**src/verilog/xaui_settings.svh**
```systemverilog
`ifndef XAUI_SETTINGS_SVH
`define XAUI_SETTINGS_SVH

// XGMII idle byte, seen on the input side.
`define XAUI_IDLE 8'h07

// XAUI code group bytes sent on the lanes.
`define SYM_K 8'hBC // Sync column.
`define SYM_R 8'h1C // Skip column.
`define SYM_A 8'h7C // Align column.
`define SYM_Q 8'h9C // Sequence column.

// Bounds of the A column countdown.
`define A_SPACE_MIN 5'd16
`define A_SPACE_MAX 5'd31

`endif
```
**src/verilog/xaui_pkg.sv**
```systemverilog
package xaui_pkg;

  // One XGMII column with one control flag per byte lane.
  typedef struct packed {
    logic [31:0] data;
    logic [3:0]  ctrl; // Bit i flags byte lane i.
  } xgmii_col_t;

  // Code 0 is not used by the idle generator.
  typedef enum logic [2:0] {
    send_a      = 3'd1, // Gap after data, ifg was A.
    send_k      = 3'd2, // Gap after data, K forced.
    send_q      = 3'd3,
    send_rand_r = 3'd4,
    send_rand_k = 3'd5,
    send_rand_a = 3'd6,
    send_rand_q = 3'd7
  } idle_state_e;

  // Whether the next gap has to open with a K column.
  typedef enum logic {
    ifg_a = 1'b0,
    ifg_k = 1'b1
  } ifg_e;

endpackage

```
**src/verilog/xaui_tx_top.sv**
```systemverilog
`include "xaui_settings.svh"

module xaui_tx_top import xaui_pkg::*; (
  input  logic        clk,
  input  logic        reset,
  input  xgmii_col_t  col_i,
  input  logic        link_status_event_i,
  input  logic [31:0] link_status_i,
  output xgmii_col_t  col_o
);

  logic       code_sel;
  logic [4:0] a_space;
  xgmii_col_t gen_col;

  xaui_tx_prbs xaui_tx_prbs_inst (
    .clk        (clk),
    .reset      (reset),
    .code_sel_o (code_sel),
    .a_space_o  (a_space)
  );

  xaui_tx_idle_gen xaui_tx_idle_gen_inst (
    .clk                 (clk),
    .reset               (reset),
    .col_i               (col_i),
    .link_status_event_i (link_status_event_i),
    .link_status_i       (link_status_i),
    .code_sel_i          (code_sel),
    .a_space_i           (a_space),
    .col_o               (gen_col)
  );

  // The lanes see sync columns while in reset.
  always_ff @(posedge clk) begin
    if (reset) begin
      col_o.data <= {4{`SYM_K}};
      col_o.ctrl <= 4'b1111;
    end else begin
      col_o <= gen_col;
    end
  end

endmodule

```
**src/verilog/xaui_tx_idle_gen.sv**
```systemverilog
`include "xaui_settings.svh"

module xaui_tx_idle_gen import xaui_pkg::*; (
  input  logic        clk,
  input  logic        reset,
  input  xgmii_col_t  col_i,
  input  logic        link_status_event_i,
  input  logic [31:0] link_status_i,
  input  logic        code_sel_i,
  input  logic [4:0]  a_space_i,
  output xgmii_col_t  col_o
);

  idle_state_e state;
  idle_state_e state_nxt;
  ifg_e        ifg;
  ifg_e        ifg_nxt;
  logic        q_det;
  logic        q_det_nxt;
  logic [4:0]  a_cnt;
  logic        a_sent;
  logic [31:0] status;

  xaui_tx_idle_fsm xaui_tx_idle_fsm_inst (
    .reset         (reset),
    .code_sel_i    (code_sel_i),
    .a_cnt_i       (a_cnt),
    .state_i       (state),
    .ifg_i         (ifg),
    .q_det_i       (q_det),
    .set_q_i       (link_status_event_i),
    .col_i         (col_i),
    .link_status_i (status),
    .state_o       (state_nxt),
    .ifg_o         (ifg_nxt),
    .q_det_o       (q_det_nxt),
    .col_o         (col_o),
    .a_sent_o      (a_sent)
  );

  // Reset values come from the FSM.
  always_ff @(posedge clk) begin
    state <= state_nxt;
    ifg   <= ifg_nxt;
    q_det <= q_det_nxt;
  end

  always_ff @(posedge clk) begin
    if (reset) begin
      a_cnt <= `A_SPACE_MIN;
    end else if (a_sent) begin
      a_cnt <= a_space_i; // New random spacing.
    end else if (a_cnt != 5'd0) begin
      a_cnt <= a_cnt - 5'd1;
    end
  end

  always_ff @(posedge clk) begin
    if (link_status_event_i) begin
      status <= link_status_i;
    end
  end

  a_reload_a: assert property (@(posedge clk) disable iff (reset)
    a_sent |=> a_cnt >= `A_SPACE_MIN && a_cnt <= `A_SPACE_MAX)
    else $error("A countdown reloaded out of range: %0d", a_cnt);

  q_clear_a: assert property (@(posedge clk) disable iff (reset)
    $fell(q_det) |-> $past(col_o.ctrl == 4'b0001 &&
                           (state == send_q || state == send_rand_q)))
    else $error("Pending status dropped without a Q column");

endmodule

```
**src/verilog/xaui_tx_idle_fsm.sv**
```systemverilog
`include "xaui_settings.svh"

module xaui_tx_idle_fsm import xaui_pkg::*; (
  input  logic        reset,
  input  logic        code_sel_i,
  input  logic [4:0]  a_cnt_i,
  input  idle_state_e state_i,
  input  ifg_e        ifg_i,
  input  logic        q_det_i,
  input  logic        set_q_i,
  input  xgmii_col_t  col_i,
  input  logic [31:0] link_status_i,
  output idle_state_e state_o,
  output ifg_e        ifg_o,
  output logic        q_det_o,
  output xgmii_col_t  col_o,
  output logic        a_sent_o
);

  logic        got_data;
  logic        a_zero;
  logic        q_state;
  logic [31:0] pass_data;

  assign got_data = col_i.data != {4{`XAUI_IDLE}};
  assign a_zero   = a_cnt_i == 5'd0;
  assign q_state  = state_i == send_q || state_i == send_rand_q;

  // Flagged idle bytes inside a data column become K.
  always_comb begin
    pass_data = col_i.data;
    for (int i = 0; i < 4; i++) begin
      if (col_i.ctrl[i] && col_i.data[8*i +: 8] == `XAUI_IDLE) begin
        pass_data[8*i +: 8] = `SYM_K;
      end
    end
  end

  always_comb begin
    if (reset) begin
      state_o = send_rand_r;
    end else if (got_data) begin
      state_o = (ifg_i == ifg_k || a_zero) ? send_k : send_a;
    end else begin
      case (state_i)
        send_k:      state_o = send_rand_r;
        // A pending status goes out behind an A column.
        send_a:      state_o = q_det_i ? send_rand_a : send_rand_r;
        send_q:      state_o = send_rand_r;
        send_rand_r: begin
          if (a_zero) begin
            state_o = send_rand_a;
          end else begin
            state_o = code_sel_i ? send_rand_r : send_rand_k;
          end
        end
        send_rand_k: begin
          if (a_zero) begin
            state_o = send_rand_a;
          end else begin
            state_o = code_sel_i ? send_rand_r : send_rand_k;
          end
        end
        send_rand_a: begin
          if (q_det_i) begin
            state_o = send_rand_q;
          end else begin
            state_o = code_sel_i ? send_rand_r : send_rand_k;
          end
        end
        send_rand_q: state_o = code_sel_i ? send_rand_r : send_rand_k;
        default:     state_o = send_rand_r;
      endcase
    end
  end

  always_comb begin
    if (reset || state_i == send_k) begin
      ifg_o = ifg_a;
    end else if (state_i == send_a) begin
      ifg_o = ifg_k;
    end else begin
      ifg_o = ifg_i;
    end
  end

  // A new event wins over the clear.
  always_comb begin
    if (reset) begin
      q_det_o = 1'b0;
    end else if (set_q_i) begin
      q_det_o = 1'b1;
    end else if (q_state && !got_data) begin
      q_det_o = 1'b0;
    end else begin
      q_det_o = q_det_i;
    end
  end

  always_comb begin
    col_o.data = {4{`SYM_K}};
    col_o.ctrl = 4'b1111;
    if (got_data) begin
      col_o.data = pass_data;
      col_o.ctrl = col_i.ctrl;
    end else begin
      case (state_i)
        send_q, send_rand_q: begin
          col_o.data = link_status_i;
          col_o.ctrl = 4'b0001;
        end
        send_rand_r: col_o.data = {4{`SYM_R}};
        send_rand_a: col_o.data = {4{`SYM_A}};
        default:     col_o.data = {4{`SYM_K}}; // K, random K and send_a.
      endcase
    end
  end

  assign a_sent_o = !got_data && state_i == send_rand_a;

  always_comb begin
    if (!reset) begin
      legal_state_a: assert (state_i inside {send_a, send_k, send_q, send_rand_r,
                                             send_rand_k, send_rand_a, send_rand_q})
        else $error("Idle FSM in illegal state %0d", state_i);
    end
  end

endmodule

```
**src/verilog/xaui_tx_prbs.sv**
```systemverilog
`include "xaui_settings.svh"

module xaui_tx_prbs (
  input  logic       clk,
  input  logic       reset,
  output logic       code_sel_o,
  output logic [4:0] a_space_o
);

  localparam logic [6:0] SEED = 7'h5b;

  logic [6:0] lfsr;
  logic       feedback;

  // Taps for x^7 + x^6 + 1.
  assign feedback = lfsr[6] ^ lfsr[5];

  always_ff @(posedge clk) begin
    if (reset) begin
      lfsr <= SEED;
    end else begin
      lfsr <= {lfsr[5:0], feedback};
    end
  end

  assign code_sel_o = lfsr[6]; // Picks R or K.

  // Low nibble over the minimum gives 16 to 31.
  assign a_space_o = `A_SPACE_MIN | {1'b0, lfsr[3:0]};

endmodule

```
**config.mk**
```make
export PLATFORM = sky130hd
export DESIGN_NAME = xaui_tx_top
export DESIGN_NICKNAME = d
export VERILOG_FILES = /design/src/verilog/xaui_pkg.sv /design/src/verilog/xaui_tx_top.sv /design/src/verilog/xaui_tx_idle_gen.sv /design/src/verilog/xaui_tx_idle_fsm.sv /design/src/verilog/xaui_tx_prbs.sv
export VERILOG_INCLUDE_DIRS = /design/src /design/src/verilog
export SDC_FILE = /design/constraint.sdc
export NUM_CORES = 1
export LEC_CHECK = 0
export ABC_AREA = 1
export BUFFER_PORTS_ARGS = -buffer_cell sky130_fd_sc_hd__clkbuf_2
export CAP_MARGIN = 40
export CORE_MARGIN = 2
export CORE_UTILIZATION = 50
export DETAILED_ROUTE_END_ITERATION = 16
export HOLD_SLACK_MARGIN = 0.1
export PLACE_DENSITY = 0.79
export SLEW_MARGIN = 20
export SYNTH_ARGS = -nofsm -noshare
export SYNTH_HDL_FRONTEND = slang
export SYNTH_SLANG_ARGS = --single-unit
```
**constraint.sdc**
```tcl
create_clock -name clk -period 1.8 [get_ports clk]
set_input_delay 0.18 -clock clk [delete_from_list [all_inputs] [get_ports clk]]
set_output_delay 0.18 -clock clk [all_outputs]
set_load 0.01 [all_outputs]
```
# Word level (Yosys, flattened, before mapping)
# Index checks and enable logic that the tools add are counted.
# Widths: inputs -> output; s select.
# totals
out_inout_bits,36
wordCells,58
regBits,85
in_bits,71
# classes
reduce_logical,17
n_addsub,1
bitwise_logic,1
mux,18
n_eq_ne,12
# op_table
operator,count
$pmux 32 s3,1
$mux 36,1
$eq 8x3->1 const B,4
$mux 8,4
$ne 32x27->1 const B,1
$eq 3x3->1 const B,4
$mux 4,3
$mux 2,4
$pmux 2 s4,1
$eq 3x2->1 const B,2
$logic_and 1x1->1,6
$reduce_or 2->1,3
$logic_not 5->1,1
$reduce_bool 5->1,1
$sub 5x1->5 const B,1
$reduce_bool 2->1,2
$eq 3x1->1 const B,1
$logic_or 1x1->1,3
$mux 1,3
$mux 3,1
$logic_not 1->1,1
$xor 1x1->1,1

# Depth between registers and ports, before layout
# depth
ltp_word,5
mapped_depth,12
ltp_nobuf,11

# Modules after synthesis
# A second synthesis with hierarchy kept.
# hier_totals
hier_cells,422
hier_area_um2,3606.0
# modules_own_cells
module,instances,seq_area_each_um2,area_each_um2,cells_per_inst
xaui_tx_idle_gen,1,1161.1,1353.8,84
xaui_tx_top,1,720.7,1024.7,112
xaui_tx_idle_fsm,1,0.0,984.7,199
xaui_tx_prbs,1,140.1,242.7,27

# Least setup slack after synthesis
# Ideal clock, no wire load.
# synth_path
path_kind,register -> register
start,register xaui_tx_idle_gen_inst.a_cnt[0]
end,register xaui_tx_idle_gen_inst.a_cnt[1]
n_path_buf,0
arrival_time_ns,1.202
required_ns,1.672
path_stages_with_launch,11
setup_slack_ns,0.470
setup_time_ns,0.128
period_less_slack_ns,1.330
cell_sequence,dfxtp_1 inv_1 ha_1 nand2_1 nor2_1 or2_2 inv_1 nand2_1 nand2_1 nor2_1 nor2_1
# synth_via
elab_chain_cells,3
elab_cells_between_ends,5
cone_classes,1 x add/sub; 2 x mux; 2 x reduce/logical
# synth_rtl
element,line,rtl
"start, declared",xaui_tx_idle_gen.sv:20,logic [4:0] a_cnt;
"start signal, assigned",xaui_tx_idle_gen.sv:50,a_cnt <= `A_SPACE_MIN;
"start signal, assigned",xaui_tx_idle_gen.sv:52,a_cnt <= a_space_i;
"start signal, assigned",xaui_tx_idle_gen.sv:54,a_cnt <= a_cnt - 5'd1;
$sub 5x1->5,xaui_tx_idle_gen.sv:54,
$mux 4,xaui_tx_idle_gen.sv:53,end else if (a_cnt != 5'd0) begin
$mux 4,xaui_tx_idle_gen.sv:51,end else if (a_sent) begin
# Parallel ways exist; a longest one is shown, timed or not. The select of a mux whose other input is x is not followed.
# A chain may end at the register's enable or synchronous reset.

# Worst setup path in the final report
# layout_path
start,register xaui_tx_idle_gen_inst.state[0]
end,register col_o[10] (netlist name)
# layout_via
elab_chain_cells,4
elab_cells_between_ends,7
cone_classes,4 x eq/ne; 2 x mux; 1 x reduce/logical
# layout_rtl
element,line,rtl
"start, declared",xaui_tx_idle_gen.sv:14,idle_state_e state;
"start signal, assigned",xaui_tx_idle_gen.sv:43,state <= state_nxt;
$eq 3x2->1 / $eq 3x3->1 (equally long branches),xaui_tx_idle_fsm.sv:107,case (state_i)
$reduce_or 2->1,xaui_tx_idle_fsm.sv:107,
$pmux 32 s3 (*),xaui_tx_idle_fsm.sv:107,
$mux 36 (*),xaui_tx_idle_fsm.sv:103,if (got_data) begin
"end signal, assigned",xaui_tx_top.sv:40,col_o <= gen_col;
"end, declared",xaui_tx_top.sv:9,output xgmii_col_t col_o
# Every way passes the cells marked *; elsewhere a longest branch is shown, timed or not.

==> run_summary.xml <==
<?xml version="1.0" encoding="UTF-8"?>
<metrics>
  <group name="synthesis">
    <metric name="post_synth_inst_count" unit="">346</metric>
    <metric name="ys.warnings.count" unit="">0</metric>
    <metric name="synth_cell_types" unit="">34</metric>
    <metric name="synth_sequential_area_ratio" unit="%">61.2</metric>
    <metric name="synth_enable_flop_cells" unit="">32</metric>
    <metric name="synth-seq-cells" unit="">85</metric>
    <metric name="postSynth.topFlopCell" unit="">sky130_fd_sc_hd__dfxtp_1</metric>
    <metric name="syn-cell-area" unit="sq mm">0.00330</metric>
    <metric name="postSynth.asyncResetShare" unit="%">0</metric>
    <metric name="avgSynthCellArea" unit="sq um">9.54</metric>
    <metric name="synth.net_count" unit="">418</metric>
  </group>
  <group name="cells_and_area">
    <metric name="design.final.nets" unit="">585</metric>
    <metric name="layout.filler_cells" unit="">444</metric>
    <metric name="diodes" unit="">0</metric>
    <metric name="area.growth.synth_to_final" unit="%">41.0</metric>
    <metric name="finish.instance_area" unit="sq mm">0.00466</metric>
    <metric name="post_layout_nonfiller_instances" unit="">595</metric>
    <metric name="final_layout_size_suffix_gt1_share" unit="%">31.3</metric>
  </group>
  <group name="run_status">
    <metric name="outcome" unit="">complete, no violations</metric>
  </group>
  <group name="global_route">
    <metric name="grtUsageTotal" unit="%">24.6</metric>
    <metric name="grt_max_degree" unit="">34</metric>
    <metric name="gr-total-overflow" unit="">0</metric>
    <metric name="grt_antenna_before_repair" unit="">0</metric>
    <metric name="global_route_wire_length_before_repair" unit="microns">13600</metric>
    <metric name="grt_pass1_vias" unit="">2901</metric>
  </group>
  <group name="min_path">
    <metric name="hp-class" unit="">in2reg</metric>
  </group>
  <group name="floorplan">
    <metric name="pin_count" unit="">107</metric>
    <metric name="core" unit="sq mm">0.00639</metric>
    <metric name="die_x" unit="microns">85.3</metric>
    <metric name="floorplan.rows" unit="">29</metric>
    <metric name="initial_utilization" unit="%">51.7</metric>
    <metric name="total_die_area" unit="sq mm">0.00727</metric>
    <metric name="die_h" unit="microns">85.3</metric>
  </group>
  <group name="routing">
    <metric name="route.detailed.drc" unit="">0</metric>
    <metric name="route.final.wire_length" unit="microns">8510</metric>
    <metric name="route.vias.total" unit="">2960</metric>
    <metric name="routedWlPerCell" unit="microns">14.3</metric>
    <metric name="detailedRoute.firstPassIterationCount" unit="">5</metric>
    <metric name="vias_per_cell" unit="">4.97</metric>
    <metric name="drt-initial-drc-count" unit="">248</metric>
    <metric name="route.antenna.remaining_nets" unit="">0</metric>
  </group>
  <group name="power">
    <metric name="power.clock.fraction" unit="%">34.1</metric>
    <metric name="netSwitchingFraction" unit="%">25.8</metric>
    <metric name="power_density" unit="mW/mm^2">969</metric>
    <metric name="leakage" unit="nW">2.18</metric>
    <metric name="pwr-share-comb" unit="%">15.9</metric>
    <metric name="p_sw" unit="mW">1.16</metric>
    <metric name="finalPower" unit="mW">4.51</metric>
    <metric name="power.internal" unit="mW">3.35</metric>
    <metric name="power.share.sequential" unit="%">50.0</metric>
    <metric name="max-vdd-ir-drop" unit="V">0.000553</metric>
  </group>
  <group name="sta">
    <metric name="max_freq" unit="MHz">612</metric>
    <metric name="grt_setup_unrepaired" unit="">false</metric>
    <metric name="final.min_clock_period" unit="ps">1630</metric>
    <metric name="tightest_slew" unit="ps">674</metric>
    <metric name="fin_hold_ws" unit="ps">107</metric>
    <metric name="finalSetupViolations" unit="">0</metric>
    <metric name="finalHoldViolCount" unit="">0</metric>
    <metric name="final.setup.tns" unit="ps">0</metric>
    <metric name="final.period_utilization" unit="%">90.7</metric>
    <metric name="worst_rel_slew_slack" unit="%">55.0</metric>
    <metric name="report.final.slew_viol_count" unit="">0</metric>
    <metric name="finalClockSkew" unit="ps">4.25</metric>
  </group>
  <group name="clock_tree">
    <metric name="insertion_delay" unit="ps">360</metric>
    <metric name="clkSinkCount" unit="">85</metric>
    <metric name="clk_transition_reported_paths" unit="ps">90</metric>
    <metric name="htree_num_levels" unit="">3</metric>
    <metric name="cts_tree" unit="">done</metric>
    <metric name="cts_inserted_buffers" unit="">9</metric>
    <metric name="clock_path_buffers" unit="">2</metric>
    <metric name="post_cts_hold_buffer_count" unit="">53</metric>
    <metric name="clock_root_buffer_master" unit="">sky130_fd_sc_hd__clkbuf_8</metric>
    <metric name="post_cts_resized" unit="">0</metric>
    <metric name="cts.repair_timing.setup_buffer_count" unit="">0</metric>
  </group>
  <group name="worst_setup_path">
    <metric name="timing.critical_path.from_type" unit="">flip-flop</metric>
    <metric name="cp_cell_sequence" unit="">inv_1 &gt; nand2_1 &gt; nor2_1 &gt; nand3_2 &gt; inv_1 &gt; nor2_1 &gt; a21oi_1</metric>
    <metric name="critical_path.max_fanout" unit="">10</metric>
    <metric name="worstPathArrival" unit="ps">1920</metric>
    <metric name="critical_path.slowest_cell" unit="">sky130_fd_sc_hd__nor2_1</metric>
    <metric name="cp.required" unit="ps">2090</metric>
    <metric name="worstSetupEndpointType" unit="">flip-flop</metric>
    <metric name="timing.critical_path.slowest_cell_delay" unit="ps">350</metric>
    <metric name="path_class" unit="">reg2reg</metric>
  </group>
  <group name="placement">
    <metric name="numPortBuffers" unit="">106</metric>
    <metric name="routabilityCongestion" unit="">0.941</metric>
    <metric name="placedCellCount" unit="">526</metric>
    <metric name="place_area" unit="sq mm">0.00389</metric>
    <metric name="place.detailed.hpwl" unit="microns">5670</metric>
  </group>
  <group name="job">
    <metric name="cap_viol_max_count" unit="">0</metric>
  </group>
</metrics>
==> path summary, 6_finish.rpt <==
path / startpoint / to / slack (ps) / cells after the start
max: xaui_tx_idle_gen_inst.state[0] / col_o[10] / 170 / 7
min: col_i[7] / col_o[7] / 110 / 3
max reg2reg: xaui_tx_idle_gen_inst.state[0] / col_o[10] / 170 / 7
min reg2reg: xaui_tx_prbs_inst.lfsr[4] / xaui_tx_prbs_inst.lfsr[5] / 420 / 2
==> flip-flops by register name (all words and copies together), names as in the netlist <==
| name | flops |
|---|---|
| col_o | 36 |
| xaui_tx_idle_gen_inst.a_cnt | 5 |
| xaui_tx_idle_gen_inst.ifg | 1 |
| xaui_tx_idle_gen_inst.q_det | 1 |
| xaui_tx_idle_gen_inst.state | 3 |
| xaui_tx_idle_gen_inst.status | 32 |
| xaui_tx_prbs_inst.lfsr | 7 |
==> worst max-delay path, delay by kind of cell (launching register included) <==
kind	cells	cell delay (ps)
AO/OA/AOI/OAI	1	140
buffers and inverters	2	290
flip-flops	1	330
AND/OR/NAND/NOR	4	810
==> cell families (layout without fill, tap and decap cells) <==
| group | Yosys count | count (layout) | share of synthesized area, % |
|---|---|---|---|
| xor+xnor | 4 | 4 | 1.06 |
| buf+inv | 43 | 215 | 5.91 |
| compound gates | 28 | 28 | 4.96 |
| fa+ha+maj | 1 | 1 | 0.379 |
| flops | 85 | 85 | 61.2 |
| simple gates | 185 | 185 | 26.4 |
==> cells in the mapped netlist, drive strengths merged, types with 3 or more instances <==
cell type	instances	area (sq um)
buf	4	47.5
nand2	70	300
o21a	5	37.5
nand3	23	120
o21ai	10	50.1
nor2	80	374
or2	4	25.0
nand4	4	31.3
nor3	3	15.0
dfxtp	53	1060
edfxtp	32	961
a21oi	8	40.0
inv	36	135
==> placed cells by master, fill, tap and decap left out, types with 2 or more instances in the layout <==
master | synthesis | final
sky130_fd_sc_hd__a21oi_1 | 8 | 8
sky130_fd_sc_hd__a31oi_1 | 2 | 2
sky130_fd_sc_hd__buf_4 | 0 | 2
sky130_fd_sc_hd__bufinv_16 | 0 | 2
sky130_fd_sc_hd__clkbuf_2 | 0 | 106
sky130_fd_sc_hd__clkbuf_8 | 0 | 10
sky130_fd_sc_hd__clkinv_4 | 0 | 3
sky130_fd_sc_hd__dfxtp_1 | 53 | 53
sky130_fd_sc_hd__dlygate4sd3_1 | 0 | 53
sky130_fd_sc_hd__edfxtp_1 | 32 | 32
sky130_fd_sc_hd__inv_1 | 34 | 34
sky130_fd_sc_hd__inv_2 | 2 | 2
sky130_fd_sc_hd__nand2_1 | 59 | 59
sky130_fd_sc_hd__nand2_2 | 9 | 9
sky130_fd_sc_hd__nand2_4 | 2 | 2
sky130_fd_sc_hd__nand3_1 | 22 | 22
sky130_fd_sc_hd__nand4_1 | 3 | 3
sky130_fd_sc_hd__nor2_1 | 62 | 62
sky130_fd_sc_hd__nor2_2 | 14 | 14
sky130_fd_sc_hd__nor2_4 | 3 | 3
sky130_fd_sc_hd__nor3_1 | 3 | 3
sky130_fd_sc_hd__o21a_1 | 5 | 5
sky130_fd_sc_hd__o21ai_0 | 10 | 10
sky130_fd_sc_hd__or2_2 | 4 | 4
sky130_fd_sc_hd__xnor2_1 | 2 | 2
sky130_fd_sc_hd__xor2_1 | 2 | 2
==> stage by stage <==
stage	utilization (%)	worst slack, ps
6_report	72.9	167
4_1_cts	72.9	214
3_3_place_gp	61.0	78.9
5_1_grt	72.9	24.3
3_5_place_dp	61.0	53.6
2_1_floorplan	-	470
==> layer usage <==
layer	routed length [microns]	global-route usage [%]
met1	3490	30.2
met2	4210	41.1
met3	558	5.45
met4	249	11.7
met5	0	0
==> cell type report <==
class                      instances  area, sq um  area share, %
multi-input combinational        218         1080           23.3
clock inverter                     6         95.1           2.04
tap                               77         96.3           2.07
clock buffer                      10          138           2.96
sequential                        85         2020           43.4
timing repair buffer             161         1080           23.1
inverter                          38          144           3.09
==> power by group through the flow <==
stage,clock (mW),sequential [mW],combinational (mW)
2_1_floorplan,0,2.30,0.376
3_3_place_gp,0,2.29,0.600
3_5_place_dp,0,2.30,0.614
4_1_cts,1.53,2.25,0.709
5_1_grt,1.64,2.27,0.813
6_report,1.54,2.26,0.720
Power figures use the tool's default switching activity.
